--- src/riscv_csr_pkg.sv ---
package riscv_csr_pkg;

  localparam int XLEN = 32;

  typedef logic [XLEN-1:0] xlen_t;   // Data word
  typedef logic [31:0]     instr_t;  // Instruction word
  typedef logic [11:0]     csr_addr_t;

  // CSR access kind after decode
  typedef enum logic [1:0] {
    CSR_OP_NONE,
    CSR_OP_WRITE,
    CSR_OP_SET,
    CSR_OP_CLEAR
  } csr_op_t;

  // Machine CSR addresses
  localparam csr_addr_t CSR_MSTATUS  = 12'h300;
  localparam csr_addr_t CSR_MIE      = 12'h304;
  localparam csr_addr_t CSR_MTVEC    = 12'h305;
  localparam csr_addr_t CSR_MSCRATCH = 12'h340;
  localparam csr_addr_t CSR_MEPC     = 12'h341;
  localparam csr_addr_t CSR_MCAUSE   = 12'h342;
  localparam csr_addr_t CSR_MTVAL    = 12'h343;
  localparam csr_addr_t CSR_MIP      = 12'h344;

  localparam xlen_t CAUSE_ILLEGAL_INSTR = 32'h0000_0002;
  localparam xlen_t CAUSE_M_TIMER_INT   = 32'h8000_0007;  // Interrupt bit set

  localparam int MSTATUS_MIE_BIT  = 3;
  localparam int MSTATUS_MPIE_BIT = 7;
  localparam int MIE_MTIE_BIT     = 7;
  localparam int MIP_MTIP_BIT     = 7;

  // SYSTEM encoding fields
  localparam logic [6:0]  OPCODE_SYSTEM = 7'b111_0011;
  localparam logic [11:0] FUNCT12_MRET  = 12'h302;
  localparam logic [2:0]  F3_PRIV   = 3'b000;  // ecall, ebreak, mret, wfi
  localparam logic [2:0]  F3_CSRRW  = 3'b001;
  localparam logic [2:0]  F3_CSRRS  = 3'b010;
  localparam logic [2:0]  F3_CSRRC  = 3'b011;
  localparam logic [2:0]  F3_CSRRWI = 3'b101;
  localparam logic [2:0]  F3_CSRRSI = 3'b110;
  localparam logic [2:0]  F3_CSRRCI = 3'b111;

endpackage

--- src/csr_platform_pkg.sv ---
package csr_platform_pkg;

  typedef logic [63:0] timer_t;     // mtime and mtimecmp width
  typedef logic [31:0] tmr_addr_t;  // Timer bus address

  // Timer memory map
  localparam tmr_addr_t MTIME_ADDR_LO    = 32'h0200_BFF8;
  localparam tmr_addr_t MTIME_ADDR_HI    = 32'h0200_BFFC;
  localparam tmr_addr_t MTIMECMP_ADDR_LO = 32'h0200_4000;
  localparam tmr_addr_t MTIMECMP_ADDR_HI = 32'h0200_4004;

  // Trap vector out of reset
  localparam riscv_csr_pkg::xlen_t RESET_MTVEC = 32'h0000_0100;

  // Writable bits per CSR
  localparam riscv_csr_pkg::xlen_t MSTATUS_WMASK =
    (riscv_csr_pkg::xlen_t'(1) << riscv_csr_pkg::MSTATUS_MIE_BIT) |
    (riscv_csr_pkg::xlen_t'(1) << riscv_csr_pkg::MSTATUS_MPIE_BIT);

  localparam riscv_csr_pkg::xlen_t MIE_WMASK =
    riscv_csr_pkg::xlen_t'(1) << riscv_csr_pkg::MIE_MTIE_BIT;  // Timer only

  localparam riscv_csr_pkg::xlen_t MIP_WMASK =
    riscv_csr_pkg::xlen_t'(1) << riscv_csr_pkg::MIP_MTIP_BIT;  // Lets SW clear MTIP

endpackage

--- src/csr_decode.sv ---
`timescale 1ns/10ps

module csr_decode (
  input  riscv_csr_pkg::instr_t    instr_i,
  input  logic                     instr_valid_i,
  input  riscv_csr_pkg::xlen_t     rs1_data_i,
  output logic                     csr_en_o,
  output logic                     csr_we_o,
  output logic                     mret_o,
  output logic                     illegal_o,
  output riscv_csr_pkg::csr_op_t   csr_op_o,
  output riscv_csr_pkg::csr_addr_t csr_addr_o,
  output riscv_csr_pkg::xlen_t     csr_wdata_o
);

  logic [6:0] opcode;
  logic [2:0] funct3;
  logic [4:0] rs1_field;   // Doubles as zimm
  logic [4:0] rd_field;
  logic       is_system;   // Valid SYSTEM opcode
  logic       addr_ok;     // Address is one of ours
  riscv_csr_pkg::csr_op_t op;

  assign opcode    = instr_i[6:0];
  assign rd_field  = instr_i[11:7];
  assign funct3    = instr_i[14:12];
  assign rs1_field = instr_i[19:15];
  assign is_system = instr_valid_i && (opcode == riscv_csr_pkg::OPCODE_SYSTEM);

  assign csr_addr_o = instr_i[31:20];

  // Implemented CSR check
  always_comb begin : addr_check
    case (csr_addr_o)
      riscv_csr_pkg::CSR_MSTATUS, riscv_csr_pkg::CSR_MIE,
      riscv_csr_pkg::CSR_MTVEC, riscv_csr_pkg::CSR_MSCRATCH,
      riscv_csr_pkg::CSR_MEPC, riscv_csr_pkg::CSR_MCAUSE,
      riscv_csr_pkg::CSR_MTVAL, riscv_csr_pkg::CSR_MIP: addr_ok = 1'b1;
      default:                                          addr_ok = 1'b0;
    endcase
  end

  ////////////////////////////////////////////////////////////////////////////
  // funct3 split
  ////////////////////////////////////////////////////////////////////////////
  always_comb begin : op_decode
    op          = riscv_csr_pkg::CSR_OP_NONE;
    csr_wdata_o = rs1_data_i;               // Register forms
    mret_o      = 1'b0;
    illegal_o   = 1'b0;
    if (is_system) begin
      case (funct3)
        riscv_csr_pkg::F3_PRIV: begin
          // Only MRET handled here, ecall comes from another stage
          mret_o = (csr_addr_o == riscv_csr_pkg::FUNCT12_MRET) &&
                   (rs1_field == 5'd0) && (rd_field == 5'd0);
        end
        riscv_csr_pkg::F3_CSRRW: op = riscv_csr_pkg::CSR_OP_WRITE;
        riscv_csr_pkg::F3_CSRRS: op = riscv_csr_pkg::CSR_OP_SET;
        riscv_csr_pkg::F3_CSRRC: op = riscv_csr_pkg::CSR_OP_CLEAR;
        riscv_csr_pkg::F3_CSRRWI: begin
          op          = riscv_csr_pkg::CSR_OP_WRITE;
          csr_wdata_o = riscv_csr_pkg::xlen_t'(rs1_field);  // Zero extended
        end
        riscv_csr_pkg::F3_CSRRSI: begin
          op          = riscv_csr_pkg::CSR_OP_SET;
          csr_wdata_o = riscv_csr_pkg::xlen_t'(rs1_field);
        end
        riscv_csr_pkg::F3_CSRRCI: begin
          op          = riscv_csr_pkg::CSR_OP_CLEAR;
          csr_wdata_o = riscv_csr_pkg::xlen_t'(rs1_field);
        end
        default: illegal_o = 1'b1;          // funct3 100
      endcase
      // Unknown CSR kills the access
      if ((op != riscv_csr_pkg::CSR_OP_NONE) && !addr_ok) begin
        illegal_o = 1'b1;
        op        = riscv_csr_pkg::CSR_OP_NONE;
      end
    end
  end

  assign csr_op_o = op;
  assign csr_en_o = (op != riscv_csr_pkg::CSR_OP_NONE);

  // Set or clear with a zero source never writes
  assign csr_we_o = csr_en_o &&
                    ((op == riscv_csr_pkg::CSR_OP_WRITE) || (rs1_field != 5'd0));

endmodule

--- src/csr_execute.sv ---
`timescale 1ns/10ps

module csr_execute (
  input  logic                       clk,
  input  logic                       rst,
  input  logic                       csr_en_i,
  input  logic                       csr_we_i,
  input  logic                       mret_i,
  input  logic                       illegal_i,
  input  riscv_csr_pkg::csr_op_t     csr_op_i,
  input  riscv_csr_pkg::csr_addr_t   csr_addr_i,
  input  riscv_csr_pkg::xlen_t       csr_wdata_i,
  input  riscv_csr_pkg::xlen_t       pc_i,
  input  riscv_csr_pkg::xlen_t       illegal_info_i,
  input  logic                       exc_request_i,
  input  riscv_csr_pkg::xlen_t       exc_cause_i,
  input  riscv_csr_pkg::xlen_t       exc_info_i,
  input  logic                       tmr_we_i,
  input  csr_platform_pkg::tmr_addr_t tmr_addr_i,
  input  riscv_csr_pkg::xlen_t       tmr_wdata_i,
  output riscv_csr_pkg::xlen_t       csr_rdata_o,
  output riscv_csr_pkg::xlen_t       mtvec_o,
  output riscv_csr_pkg::xlen_t       mepc_o,
  output riscv_csr_pkg::xlen_t       tmr_rdata_o,
  output logic                       trap_take_o,
  output logic                       ret_take_o
);

  // CSR state
  riscv_csr_pkg::xlen_t mstatus_q, mstatus_d;
  riscv_csr_pkg::xlen_t mtvec_q, mtvec_d;
  riscv_csr_pkg::xlen_t mip_q, mip_d;
  riscv_csr_pkg::xlen_t mie_q, mie_d;
  riscv_csr_pkg::xlen_t mscratch_q, mscratch_d;
  riscv_csr_pkg::xlen_t mepc_q, mepc_d;
  riscv_csr_pkg::xlen_t mcause_q, mcause_d;
  riscv_csr_pkg::xlen_t mtval_q, mtval_d;
  csr_platform_pkg::timer_t mtime_q, mtime_d;
  csr_platform_pkg::timer_t mtimecmp_q, mtimecmp_d;

  riscv_csr_pkg::xlen_t old_val;   // Value before the access
  riscv_csr_pkg::xlen_t new_val;   // Value after RMW, unmasked
  logic wr_en;
  logic exc_trap;                  // Synchronous exception
  logic tmr_int;                   // Timer interrupt ready to take
  logic trap_take;
  logic ret_take;

  ////////////////////////////////////////////////////////////////////////////
  // Read and modify
  ////////////////////////////////////////////////////////////////////////////
  always_comb begin : csr_read
    case (csr_addr_i)
      riscv_csr_pkg::CSR_MSTATUS:  old_val = mstatus_q;
      riscv_csr_pkg::CSR_MTVEC:    old_val = mtvec_q;
      riscv_csr_pkg::CSR_MIP:      old_val = mip_q;
      riscv_csr_pkg::CSR_MIE:      old_val = mie_q;
      riscv_csr_pkg::CSR_MSCRATCH: old_val = mscratch_q;
      riscv_csr_pkg::CSR_MEPC:     old_val = mepc_q;
      riscv_csr_pkg::CSR_MCAUSE:   old_val = mcause_q;
      riscv_csr_pkg::CSR_MTVAL:    old_val = mtval_q;
      default:                     old_val = '0;
    endcase
  end

  assign csr_rdata_o = old_val;

  always_comb begin : csr_modify
    case (csr_op_i)
      riscv_csr_pkg::CSR_OP_WRITE: new_val = csr_wdata_i;
      riscv_csr_pkg::CSR_OP_SET:   new_val = old_val | csr_wdata_i;
      riscv_csr_pkg::CSR_OP_CLEAR: new_val = old_val & ~csr_wdata_i;
      default:                     new_val = old_val;
    endcase
  end

  // Trap decision, exceptions first
  assign exc_trap  = illegal_i | exc_request_i;
  assign tmr_int   = mip_q[riscv_csr_pkg::MIP_MTIP_BIT] &
                     mie_q[riscv_csr_pkg::MIE_MTIE_BIT] &
                     mstatus_q[riscv_csr_pkg::MSTATUS_MIE_BIT];
  assign trap_take = exc_trap | tmr_int;
  assign ret_take  = mret_i & ~trap_take;
  assign wr_en     = csr_en_i & csr_we_i & ~trap_take;  // Trapped instr does not commit

  ////////////////////////////////////////////////////////////////////////////
  // Next state
  ////////////////////////////////////////////////////////////////////////////
  always_comb begin : csr_next
    mstatus_d  = mstatus_q;
    mtvec_d    = mtvec_q;
    mip_d      = mip_q;
    mie_d      = mie_q;
    mscratch_d = mscratch_q;
    mepc_d     = mepc_q;
    mcause_d   = mcause_q;
    mtval_d    = mtval_q;
    mtime_d    = mtime_q + 64'd1;   // Free running
    mtimecmp_d = mtimecmp_q;

    if (wr_en) begin
      case (csr_addr_i)
        riscv_csr_pkg::CSR_MSTATUS:  mstatus_d = new_val & csr_platform_pkg::MSTATUS_WMASK;
        riscv_csr_pkg::CSR_MTVEC:    mtvec_d = {new_val[31:2], 2'b00};  // Direct mode only
        riscv_csr_pkg::CSR_MIP:      mip_d = new_val & csr_platform_pkg::MIP_WMASK;
        riscv_csr_pkg::CSR_MIE:      mie_d = new_val & csr_platform_pkg::MIE_WMASK;
        riscv_csr_pkg::CSR_MSCRATCH: mscratch_d = new_val;
        riscv_csr_pkg::CSR_MEPC:     mepc_d = {new_val[31:2], 2'b00};
        riscv_csr_pkg::CSR_MCAUSE:   mcause_d = new_val;
        riscv_csr_pkg::CSR_MTVAL:    mtval_d = new_val;
        default: ;
      endcase
    end

    // Compare only when the interrupt could be taken
    if (mstatus_q[riscv_csr_pkg::MSTATUS_MIE_BIT] && mie_q[riscv_csr_pkg::MIE_MTIE_BIT] &&
        (mtime_q >= mtimecmp_q)) begin
      mip_d[riscv_csr_pkg::MIP_MTIP_BIT] = 1'b1;
    end

    // Timer bus writes
    if (tmr_we_i) begin
      case (tmr_addr_i)
        csr_platform_pkg::MTIME_ADDR_LO: mtime_d = {mtime_q[63:32], tmr_wdata_i};
        csr_platform_pkg::MTIME_ADDR_HI: mtime_d = {tmr_wdata_i, mtime_q[31:0]};
        csr_platform_pkg::MTIMECMP_ADDR_LO: begin
          mtimecmp_d = {mtimecmp_q[63:32], tmr_wdata_i};
          mip_d[riscv_csr_pkg::MIP_MTIP_BIT] = 1'b0;  // Ack of pending timer
        end
        csr_platform_pkg::MTIMECMP_ADDR_HI: begin
          mtimecmp_d = {tmr_wdata_i, mtimecmp_q[31:0]};
          mip_d[riscv_csr_pkg::MIP_MTIP_BIT] = 1'b0;
        end
        default: ;
      endcase
    end

    // Trap entry and return
    if (trap_take) begin
      mepc_d = pc_i;
      mstatus_d[riscv_csr_pkg::MSTATUS_MPIE_BIT] = mstatus_q[riscv_csr_pkg::MSTATUS_MIE_BIT];
      mstatus_d[riscv_csr_pkg::MSTATUS_MIE_BIT]  = 1'b0;  // No nested traps
      if (illegal_i) begin
        mcause_d = riscv_csr_pkg::CAUSE_ILLEGAL_INSTR;
        mtval_d  = illegal_info_i;   // Faulting instruction
      end else if (exc_request_i) begin
        mcause_d = exc_cause_i;
        mtval_d  = exc_info_i;
      end else begin
        mcause_d = riscv_csr_pkg::CAUSE_M_TIMER_INT;
        mtval_d  = '0;
      end
    end else if (ret_take) begin
      mstatus_d[riscv_csr_pkg::MSTATUS_MIE_BIT]  = mstatus_q[riscv_csr_pkg::MSTATUS_MPIE_BIT];
      mstatus_d[riscv_csr_pkg::MSTATUS_MPIE_BIT] = 1'b1;
    end
  end

  always_ff @(posedge clk) begin : csr_regs
    if (rst) begin
      mstatus_q  <= '0;
      mtvec_q    <= csr_platform_pkg::RESET_MTVEC;
      mip_q      <= '0;
      mie_q      <= '0;
      mscratch_q <= '0;
      mepc_q     <= '0;
      mcause_q   <= '0;
      mtval_q    <= '0;
      mtime_q    <= '0;
      mtimecmp_q <= '0;
    end else begin
      mstatus_q  <= mstatus_d;
      mtvec_q    <= mtvec_d;
      mip_q      <= mip_d;
      mie_q      <= mie_d;
      mscratch_q <= mscratch_d;
      mepc_q     <= mepc_d;
      mcause_q   <= mcause_d;
      mtval_q    <= mtval_d;
      mtime_q    <= mtime_d;
      mtimecmp_q <= mtimecmp_d;
    end
  end

  // Timer bus read, straight from the registers
  always_comb begin : tmr_read
    case (tmr_addr_i)
      csr_platform_pkg::MTIME_ADDR_LO:    tmr_rdata_o = mtime_q[31:0];
      csr_platform_pkg::MTIME_ADDR_HI:    tmr_rdata_o = mtime_q[63:32];
      csr_platform_pkg::MTIMECMP_ADDR_LO: tmr_rdata_o = mtimecmp_q[31:0];
      csr_platform_pkg::MTIMECMP_ADDR_HI: tmr_rdata_o = mtimecmp_q[63:32];
      default:                            tmr_rdata_o = '0;
    endcase
  end

  assign mtvec_o     = mtvec_q;
  assign mepc_o      = mepc_q;
  assign trap_take_o = trap_take;
  assign ret_take_o  = ret_take;

endmodule

--- src/csr_result.sv ---
`timescale 1ns/10ps

module csr_result (
  input  logic                 clk,
  input  logic                 rst,
  input  logic                 csr_en_i,     // Already gated by the trap
  input  riscv_csr_pkg::xlen_t csr_rdata_i,
  input  logic                 trap_take_i,
  input  logic                 ret_take_i,
  input  riscv_csr_pkg::xlen_t mtvec_i,
  input  riscv_csr_pkg::xlen_t mepc_i,
  output logic                 rd_we_o,
  output logic                 redirect_o,
  output riscv_csr_pkg::xlen_t rd_data_o,
  output riscv_csr_pkg::xlen_t redirect_pc_o
);

  logic redirect_req;   // Trap or return this cycle

  assign redirect_req = trap_take_i | ret_take_i;

  ////////////////////////////////////////////////////////////////////////////
  // Pulses
  ////////////////////////////////////////////////////////////////////////////
  always_ff @(posedge clk) begin : pulse_regs
    if (rst) begin
      rd_we_o    <= 1'b0;
      redirect_o <= 1'b0;
    end else begin
      rd_we_o    <= csr_en_i;       // One cycle per instruction
      redirect_o <= redirect_req;   // Single cycle level in, single pulse out
    end
  end

  // Payload, only loaded when it matters
  always_ff @(posedge clk) begin : data_regs
    if (csr_en_i) begin
      rd_data_o <= csr_rdata_i;     // Old CSR value to rd
    end
    if (trap_take_i) begin
      redirect_pc_o <= mtvec_i;     // Handler entry
    end else if (ret_take_i) begin
      redirect_pc_o <= mepc_i;      // Back to the interrupted PC
    end
  end

endmodule

--- src/csr_unit_top.sv ---
`timescale 1ns/10ps

module csr_unit_top (
  input  logic                        clk,
  input  logic                        rst,
  input  riscv_csr_pkg::instr_t       instr_i,
  input  logic                        instr_valid_i,
  input  riscv_csr_pkg::xlen_t        rs1_data_i,
  input  riscv_csr_pkg::xlen_t        pc_i,
  input  logic                        exc_request_i,
  input  riscv_csr_pkg::xlen_t        exc_cause_i,
  input  riscv_csr_pkg::xlen_t        exc_info_i,
  input  logic                        tmr_we_i,
  input  csr_platform_pkg::tmr_addr_t tmr_addr_i,
  input  riscv_csr_pkg::xlen_t        tmr_wdata_i,
  output riscv_csr_pkg::xlen_t        tmr_rdata_o,
  output riscv_csr_pkg::xlen_t        rd_data_o,
  output logic                        rd_we_o,
  output logic                        redirect_o,
  output riscv_csr_pkg::xlen_t        redirect_pc_o
);

  // Decode to execute
  logic                     csr_en;
  logic                     csr_we;
  logic                     mret;
  logic                     illegal;
  riscv_csr_pkg::csr_op_t   csr_op;
  riscv_csr_pkg::csr_addr_t csr_addr;
  riscv_csr_pkg::xlen_t     csr_wdata;

  // Execute to result
  riscv_csr_pkg::xlen_t csr_rdata;
  riscv_csr_pkg::xlen_t mtvec;
  riscv_csr_pkg::xlen_t mepc;
  logic                 trap_take;
  logic                 ret_take;
  logic                 wb_en;     // Write-back only if nothing trapped

  assign wb_en = csr_en & ~trap_take;

  csr_decode u_decode (
    .instr_i       (instr_i),
    .instr_valid_i (instr_valid_i),
    .rs1_data_i    (rs1_data_i),
    .csr_en_o      (csr_en),
    .csr_we_o      (csr_we),
    .mret_o        (mret),
    .illegal_o     (illegal),
    .csr_op_o      (csr_op),
    .csr_addr_o    (csr_addr),
    .csr_wdata_o   (csr_wdata)
  );

  csr_execute u_execute (
    .clk            (clk),
    .rst            (rst),
    .csr_en_i       (csr_en),
    .csr_we_i       (csr_we),
    .mret_i         (mret),
    .illegal_i      (illegal),
    .csr_op_i       (csr_op),
    .csr_addr_i     (csr_addr),
    .csr_wdata_i    (csr_wdata),
    .pc_i           (pc_i),
    .illegal_info_i (instr_i),      // Instruction word goes to mtval
    .exc_request_i  (exc_request_i),
    .exc_cause_i    (exc_cause_i),
    .exc_info_i     (exc_info_i),
    .tmr_we_i       (tmr_we_i),
    .tmr_addr_i     (tmr_addr_i),
    .tmr_wdata_i    (tmr_wdata_i),
    .csr_rdata_o    (csr_rdata),
    .mtvec_o        (mtvec),
    .mepc_o         (mepc),
    .tmr_rdata_o    (tmr_rdata_o),
    .trap_take_o    (trap_take),
    .ret_take_o     (ret_take)
  );

  csr_result u_result (
    .clk           (clk),
    .rst           (rst),
    .csr_en_i      (wb_en),
    .csr_rdata_i   (csr_rdata),
    .trap_take_i   (trap_take),
    .ret_take_i    (ret_take),
    .mtvec_i       (mtvec),
    .mepc_i        (mepc),
    .rd_we_o       (rd_we_o),
    .redirect_o    (redirect_o),
    .rd_data_o     (rd_data_o),
    .redirect_pc_o (redirect_pc_o)
  );

endmodule

--- config.mk ---
export PLATFORM = sky130hd
export DESIGN_NAME = csr_unit_top
export DESIGN_NICKNAME = d
export VERILOG_FILES = /design/src/riscv_csr_pkg.sv /design/src/csr_platform_pkg.sv /design/src/csr_decode.sv /design/src/csr_execute.sv /design/src/csr_result.sv /design/src/csr_unit_top.sv
export SDC_FILE = /design/constraint.sdc
export NUM_CORES = 1
export LEC_CHECK = 0
export BUFFER_PORTS_ARGS = -buffer_cell sky130_fd_sc_hd__buf_2
export CORE_ASPECT_RATIO = 0.6
export CORE_MARGIN = 2
export CORE_UTILIZATION = 52
export DETAILED_ROUTE_END_ITERATION = 7
export GPL_ROUTABILITY_DRIVEN = 0
export HOLD_SLACK_MARGIN = 0.1
export PLACE_DENSITY_LB_ADDON = 0.12
export SYNTH_ARGS = -nofsm -noshare
export SYNTH_HDL_FRONTEND = slang
export SYNTH_SLANG_ARGS = --single-unit
--- constraint.sdc ---
create_clock -name clk -period 4.1 [get_ports clk]
set_clock_uncertainty 0.05 [all_clocks]
set_input_delay 0.41 -clock clk [delete_from_list [all_inputs] [get_ports clk]]
set_output_delay 0.41 -clock clk [all_outputs]
set_load 0.01 [all_outputs]
Word-level counts from Yosys, hierarchy flattened
Cells that the tools add are included.
Widths: inputs -> output; s select.
- add/sub/neg operators: 1
- $lt $le $gt $ge: 1
- equality and inequality tests: 25
- multiplexer cells: 43
- bitwise gates (word level): 15
- reductions and logical operators: 42
- operators by type and width (operator ; number):
    $mux 32 ; 17
    $pmux 32 s8 ; 1
    $pmux 64 s2 ; 2
    $eq 32x26->1 const B ; 4
    $pmux 32 s4 ; 1
    $eq 12x10->1 const B ; 9
    $pmux 32 s3 ; 1
    $add 64x1->64 const B ; 1
    $ge 64x64->1 ; 1
    $mux 64 ; 1
    $and 32x32->32 ; 1
    $mux 8 ; 4
    $not 32->32 ; 1
    $or 32x32->32 ; 1
    $reduce_bool 2->1 ; 9
    $reduce_and 2->1 ; 8
    $mux 1 ; 12
    $logic_not 5->1 ; 2
    $reduce_or 2->1 ; 5
    $eq 3x3->1 const B ; 3
    $reduce_or 8->1 ; 1
    $eq 7x7->1 const B ; 1
    $logic_and 1x1->1 ; 7
    $reduce_or 7->1 ; 1
    other kinds (17) ; 33
- flip-flop bits (word level): 356
- output and inout port bits: 98

Longest topological paths before layout
- depth in word-level cells: 17
- depth in mapped cells: 11
- depth with buffers taken out: 9

Cells and area by module
A second synthesis with hierarchy kept.
- cells, all modules: 2327
- area, all modules: 20059.2 µm²
- by module, submodules not included (module ; instances ; cells an instance ; area each (µm²) ; sequential area each (µm²)):
    csr_execute ; 1 ; 2144 ; 16996.3 ; 5805.6
    csr_result ; 1 ; 105 ; 2521.2 ; 1961.9
    csr_decode ; 1 ; 77 ; 528.0 ; 0.0
    csr_unit_top ; 1 ; 1 ; 13.8 ; 0.0

Least setup slack after synthesis
Ideal clock, no wire load.
- kind: input-to-reg
- start: in instr_i[30]
- end: reg u_result.rd_data_o[0], enable pin
- library setup time: 0.421 ns
- arrival: 3.522 ns
- path slack: 0.106 ns
- stages on the path: 9
- cell sequence: nor4_2 > nand2_1 > a2111o_1 > a21o_1 > buf_2 > clkbuf_1 > buf_2 > clkbuf_1 > nor2_1
- cells in the longest elaborated chain, start to end: 11
- elaborated cells on any way between the ends: 21
- classes of those cells: eq/ne: 8; mux: 5; bitwise: 4; reduce/logical: 4
- RTL lines (what ; RTL line ; source):
    from (decl) ; csr_unit_top.sv:6 ; input riscv_csr_pkg::instr_t instr_i,
    $eq 12x10->1 ; csr_decode.sv:34 ; case (csr_addr_o)
    $reduce_or 8->1 (*) ; csr_decode.sv:34 ;
    $mux 1 (*) ; csr_decode.sv:34 ;
    $logic_not 1->1 (*) ; csr_decode.sv:76 ; if ((op != riscv_csr_pkg::CSR_OP_NONE) && !addr_ok) begin
    $logic_and 1x1->1 (*) ; csr_decode.sv:76 ;
    $mux 1 ; csr_decode.sv:76 ;
    $mux 1 ; csr_decode.sv:51 ; if (is_system) begin
    $or 1x1->1 ; csr_execute.sv:78 ; assign exc_trap = illegal_i | exc_request_i;
    $or 1x1->1 ; csr_execute.sv:82 ; assign trap_take = exc_trap | tmr_int;
    $not 1->1 ; csr_unit_top.sv:40 ; assign wb_en = csr_en & ~trap_take;
    $and 1x1->1 (*) ; csr_unit_top.sv:40 ;
    net u_result.csr_en_i ; csr_result.sv:6 ; input logic csr_en_i,
    to (signal assigned) ; csr_result.sv:38 ; rd_data_o <= csr_rdata_i;
    to (decl) ; csr_result.sv:14 ; output riscv_csr_pkg::xlen_t rd_data_o,
The timed path passes the listed nets; every way through them passes the cells marked *.
A chain may end at the register's enable or synchronous reset.

Worst setup path after layout
- start: in tmr_addr_i[1]
- end: out tmr_rdata_o[24]
- cells in the longest elaborated chain, start to end: 2
- elaborated cells on any way between the ends: 5
- classes of those cells: eq/ne: 4; mux: 1
- RTL lines (what ; RTL line ; source):
    from (decl) ; csr_unit_top.sv:14 ; input csr_platform_pkg::tmr_addr_t tmr_addr_i,
    $eq 32x26->1 ; csr_execute.sv:187 ; case (tmr_addr_i)
    $pmux 32 s4 (*) ; csr_execute.sv:187 ;
    to (decl) ; csr_unit_top.sv:16 ; output riscv_csr_pkg::xlen_t tmr_rdata_o,
Mark *: on every way between the ends. The rest lies on a longest branch, timed or not.

==> results.yml <==
outcome:
  status: "finished with violations"
  violations: "design-rule violations"
critical_path:
  arrival_ps: 2920
  slowest_stage: "nor3_1"
  critPathBufInv: 4
  cp-start-kind: "input port"
  crit_path_end_kind: "output pin"
  path_max_fanout: 14
  reg2reg_depth: 8
  rr_startpoint: "u_execute.mtime_q[2]"
  cp.depth: 10
  crit_end: "tmr_rdata_o[24]"
  r2r_end: "u_execute.mip_q[7]"
  critPathRequiredTime_ps: 3640
  reg2reg_slack_ps: 1000
  worstSetupPathType: "input port to output pin"
  slowest_delay_ps: 420
  crit_family: "simple AND/OR/NAND/NOR gates"
  critPathLaunch: "tmr_addr_i[1]"
  crit_chain: "buf_2, nor4_1, nand2_1, nor3_1, nand2_1, nor2_1, buf_4, a222oi_1, inv_1, buf_2"
place:
  placed_area_mm2: 0.0225
  hpwlAfterDp_um: 56800
  dp_cells: 3260
  io_buffers: 326
finish:
  seq_area_mm2: 0.00777
  area_growth_pct: 19.2
  multi_input_area_mm2: 0.0113
  drive_gt1_share_pct: 19.5
  fill_cells: 3245
  fin_area_mm2: 0.0240
  post-route-util_pct: 63.3
  layout_commonest_cell: "nand2_1"
  layout_common_cells: "nand2_1 (493), buf_2 (325), dfxtp_1 (292)"
  final_nets: 3107
  fin_cells: 3357
power:
  power_w: 0.00795
  p_clk_share_pct: 45.0
  p_sw_w: 0.00197
  worst_ir_drop_vdd_mv: 0.314
  comb_power_share_pct: 8.7
  power.leakage_nw: 9.43
  sw_frac_of_total_pct: 24.8
  powerDensity_mw_per_mm2: 331
  p_seq_share_pct: 46.3
  intPower_w: 0.00598
logic_synthesis:
  yosys.area_share.simple_pct: 22.8
  synth_edf_count: 64
  synthFlopType: "dfxtp_1"
  synth_compound_area_share_pct: 25.4
  async_flop_share_pct: 0
  synth-seq-area-share_pct: 38.6
  syn_area_per_cell_um2: 8.00
  synth-seq-cells: 356
  synth_adder_area_share_pct: 4.04
  synth_cells: 2516
  synthMuxAreaShare_pct: 3.43
  syn_area_mm2: 0.0201
  netlist-cell-type-count: 87
  synth_top_family_by_area: "compound AO/OA/AOI/OAI gates"
  synth-xor-area-share_pct: 0.130
  syn_nets: 2810
  ys_warn_count: 0
floorplanning:
  die_y_um: 156
  start_util_pct: 53.1
  core_area_mm2: 0.0379
  ioPinCount: 327
  row_count: 55
  die_w_um: 258
  die-area_mm2: 0.0404
timing:
  setup-tns-final_ps: 0
  setup_viol: 0
  fmax_mhz: 296
  grt_setup_unrepaired: "false"
  layout_worst_path_cycle_share_pct: 82.5
  finalHoldViolCount: 0
  drv_slew: 0
  relSlewSlack_pct: 24.9
  period_needed_ps: 3380
  tightest_slew_ps: 1130
cts:
  root_buffer: "clkbuf_16"
  cts_buffers: 35
  cts_buffer_depth: 3
  h-tree-depth: 2
  numClockSinks: 356
  clk_pin_slew_ps: 60
  clk_latency_ps: 540
  cts_tree: "built"
grt:
  antenna_found_initial: 5
  grt_overflow_total: 0
  grt_pass1_vias: 20600
  grt_pass1_wl_um: 120000
  grt_util_all_layers_pct: 38.3
  grt_max_degree: 150
detailed_routing:
  viasPerCell: 6.72
  drc: 1
  dr.first_iter.drc_count: 3820
  post_drt_wl_per_cell_um: 24.2
  antenna_left: 0
  routed_wl_um: 81100
  vias: 22600
  firstDrtPassIters: 8
run:
  cap_violations: 0
hold_path:
  hp-class: "input port to register"
## worst min-delay path by stage
stage,depth (start not counted),from,slack (ps),end
2_1_floorplan,2,u_execute.mscratch_q[1],380,u_execute.mscratch_q[1]
3_3_place_gp,2,u_execute.mtimecmp_q[51],390,u_execute.mtimecmp_q[51]
3_5_place_dp,2,u_execute.mtimecmp_q[50],400,u_execute.mtimecmp_q[50]
4_1_cts,3,exc_cause_i[5],100,u_execute.mcause_q[5]
5_1_grt,3,exc_cause_i[5],120,u_execute.mcause_q[5]
6_report,3,pc_i[30],120,u_execute.mepc_o[30]
## logic make-up (layout without fill, tap and decap cells)
logic type | Yosys count | count (layout)
AO/OA/AOI/OAI | 729 | 729
buffers and inverters | 284 | 607
multiplexers | 66 | 66
adder cells (fa/ha/maj) | 65 | 65
flip-flops | 356 | 356
XOR/XNOR | 3 | 3
other | 0 | 5
AND/OR/NAND/NOR | 1013 | 1013
## registers in the layout, indices dropped and copies added, names as in the netlist, 32 cells and up
register,count
u_execute.mtime_q,64
u_result.rd_data_o,32
u_execute.mtimecmp_q,64
u_result.redirect_pc_o,32
u_execute.mtval_q,32
u_execute.mepc_o,32
u_execute.mcause_q,32
u_execute.mscratch_q,32
## stage by stage
| step | worst slack [ps] | hold WS, ps |
|---|---|---|
| floorplan | 106 | 381 |
| global placement | 774 | 388 |
| detailed placement | 607 | 398 |
| CTS | 780 | 104 |
| global route | 560 | 117 |
| finish | 717 | 121 |
## what timing repair did
item                                   4_1_cts  5_1_grt
hold buffers                                29        0
gates resized for setup                      0        0
setup buffers                                0        0
endpoints found under the hold margin       29        0
## routing by layer
layer / vias to the layer above / global-route usage, % / share of wire [%] / routed length [um]
met5: - / 0 / 0 / 0
met3: 261 / 12.4 / 16 / 13300
met1: 10500 / 56.6 / 41 / 33400
met4: 0 / 14.3 / 3.4 / 2720
met2: 1874 / 51.1 / 39 / 31700
li1: 9919 / - / - / -
## power by group through the flow
| stage | clock network [W] | logic (W) | registers [W] |
|---|---|---|---|
| after global routing | 0.00373 | 0.000725 | 0.00369 |
| after global placement | 0 | 0.000628 | 0.00375 |
| after CTS | 0.00358 | 0.000665 | 0.00368 |
| after detailed placement | 0 | 0.000640 | 0.00376 |
| final | 0.00358 | 0.000692 | 0.00368 |
| after floorplan | 0 | 0.000321 | 0.00375 |
## final cells by class
class	count	share of cell area, %
diodes	5	0.0521
well taps	513	2.67
flip-flops and latches	356	32.4
repair buffers	444	11.1
clock inverters	13	0.798
clock buffers	50	4.35
inverters	100	1.56
multi-input cells	1876	47.1
## cell usage after synthesis (38+ instances only)
library cell	count	area share, %
a211oi_1	81	3.0
nand3_1	60	1.5
clkbuf_1	139	2.6
dfxtp_1	292	29
mux2i_1	42	2.1
nand4_1	45	1.4
a31oi_1	38	1.2
a21oi_1	221	5.5
edfxtp_1	64	9.5
a311oi_1	52	2.3
a222oi_1	44	2.2
nand2_1	494	9.2
inv_1	98	1.8
ha_1	65	4.0
o21ai_0	76	1.9
nor3_1	59	1.5
nor2_1	221	4.1
## worst min-delay path, cell delays in order
cell and delay (ps):
buf_2 120, nand2_1 60, a21oi_1 60
(Power assumes the default switching activity.)
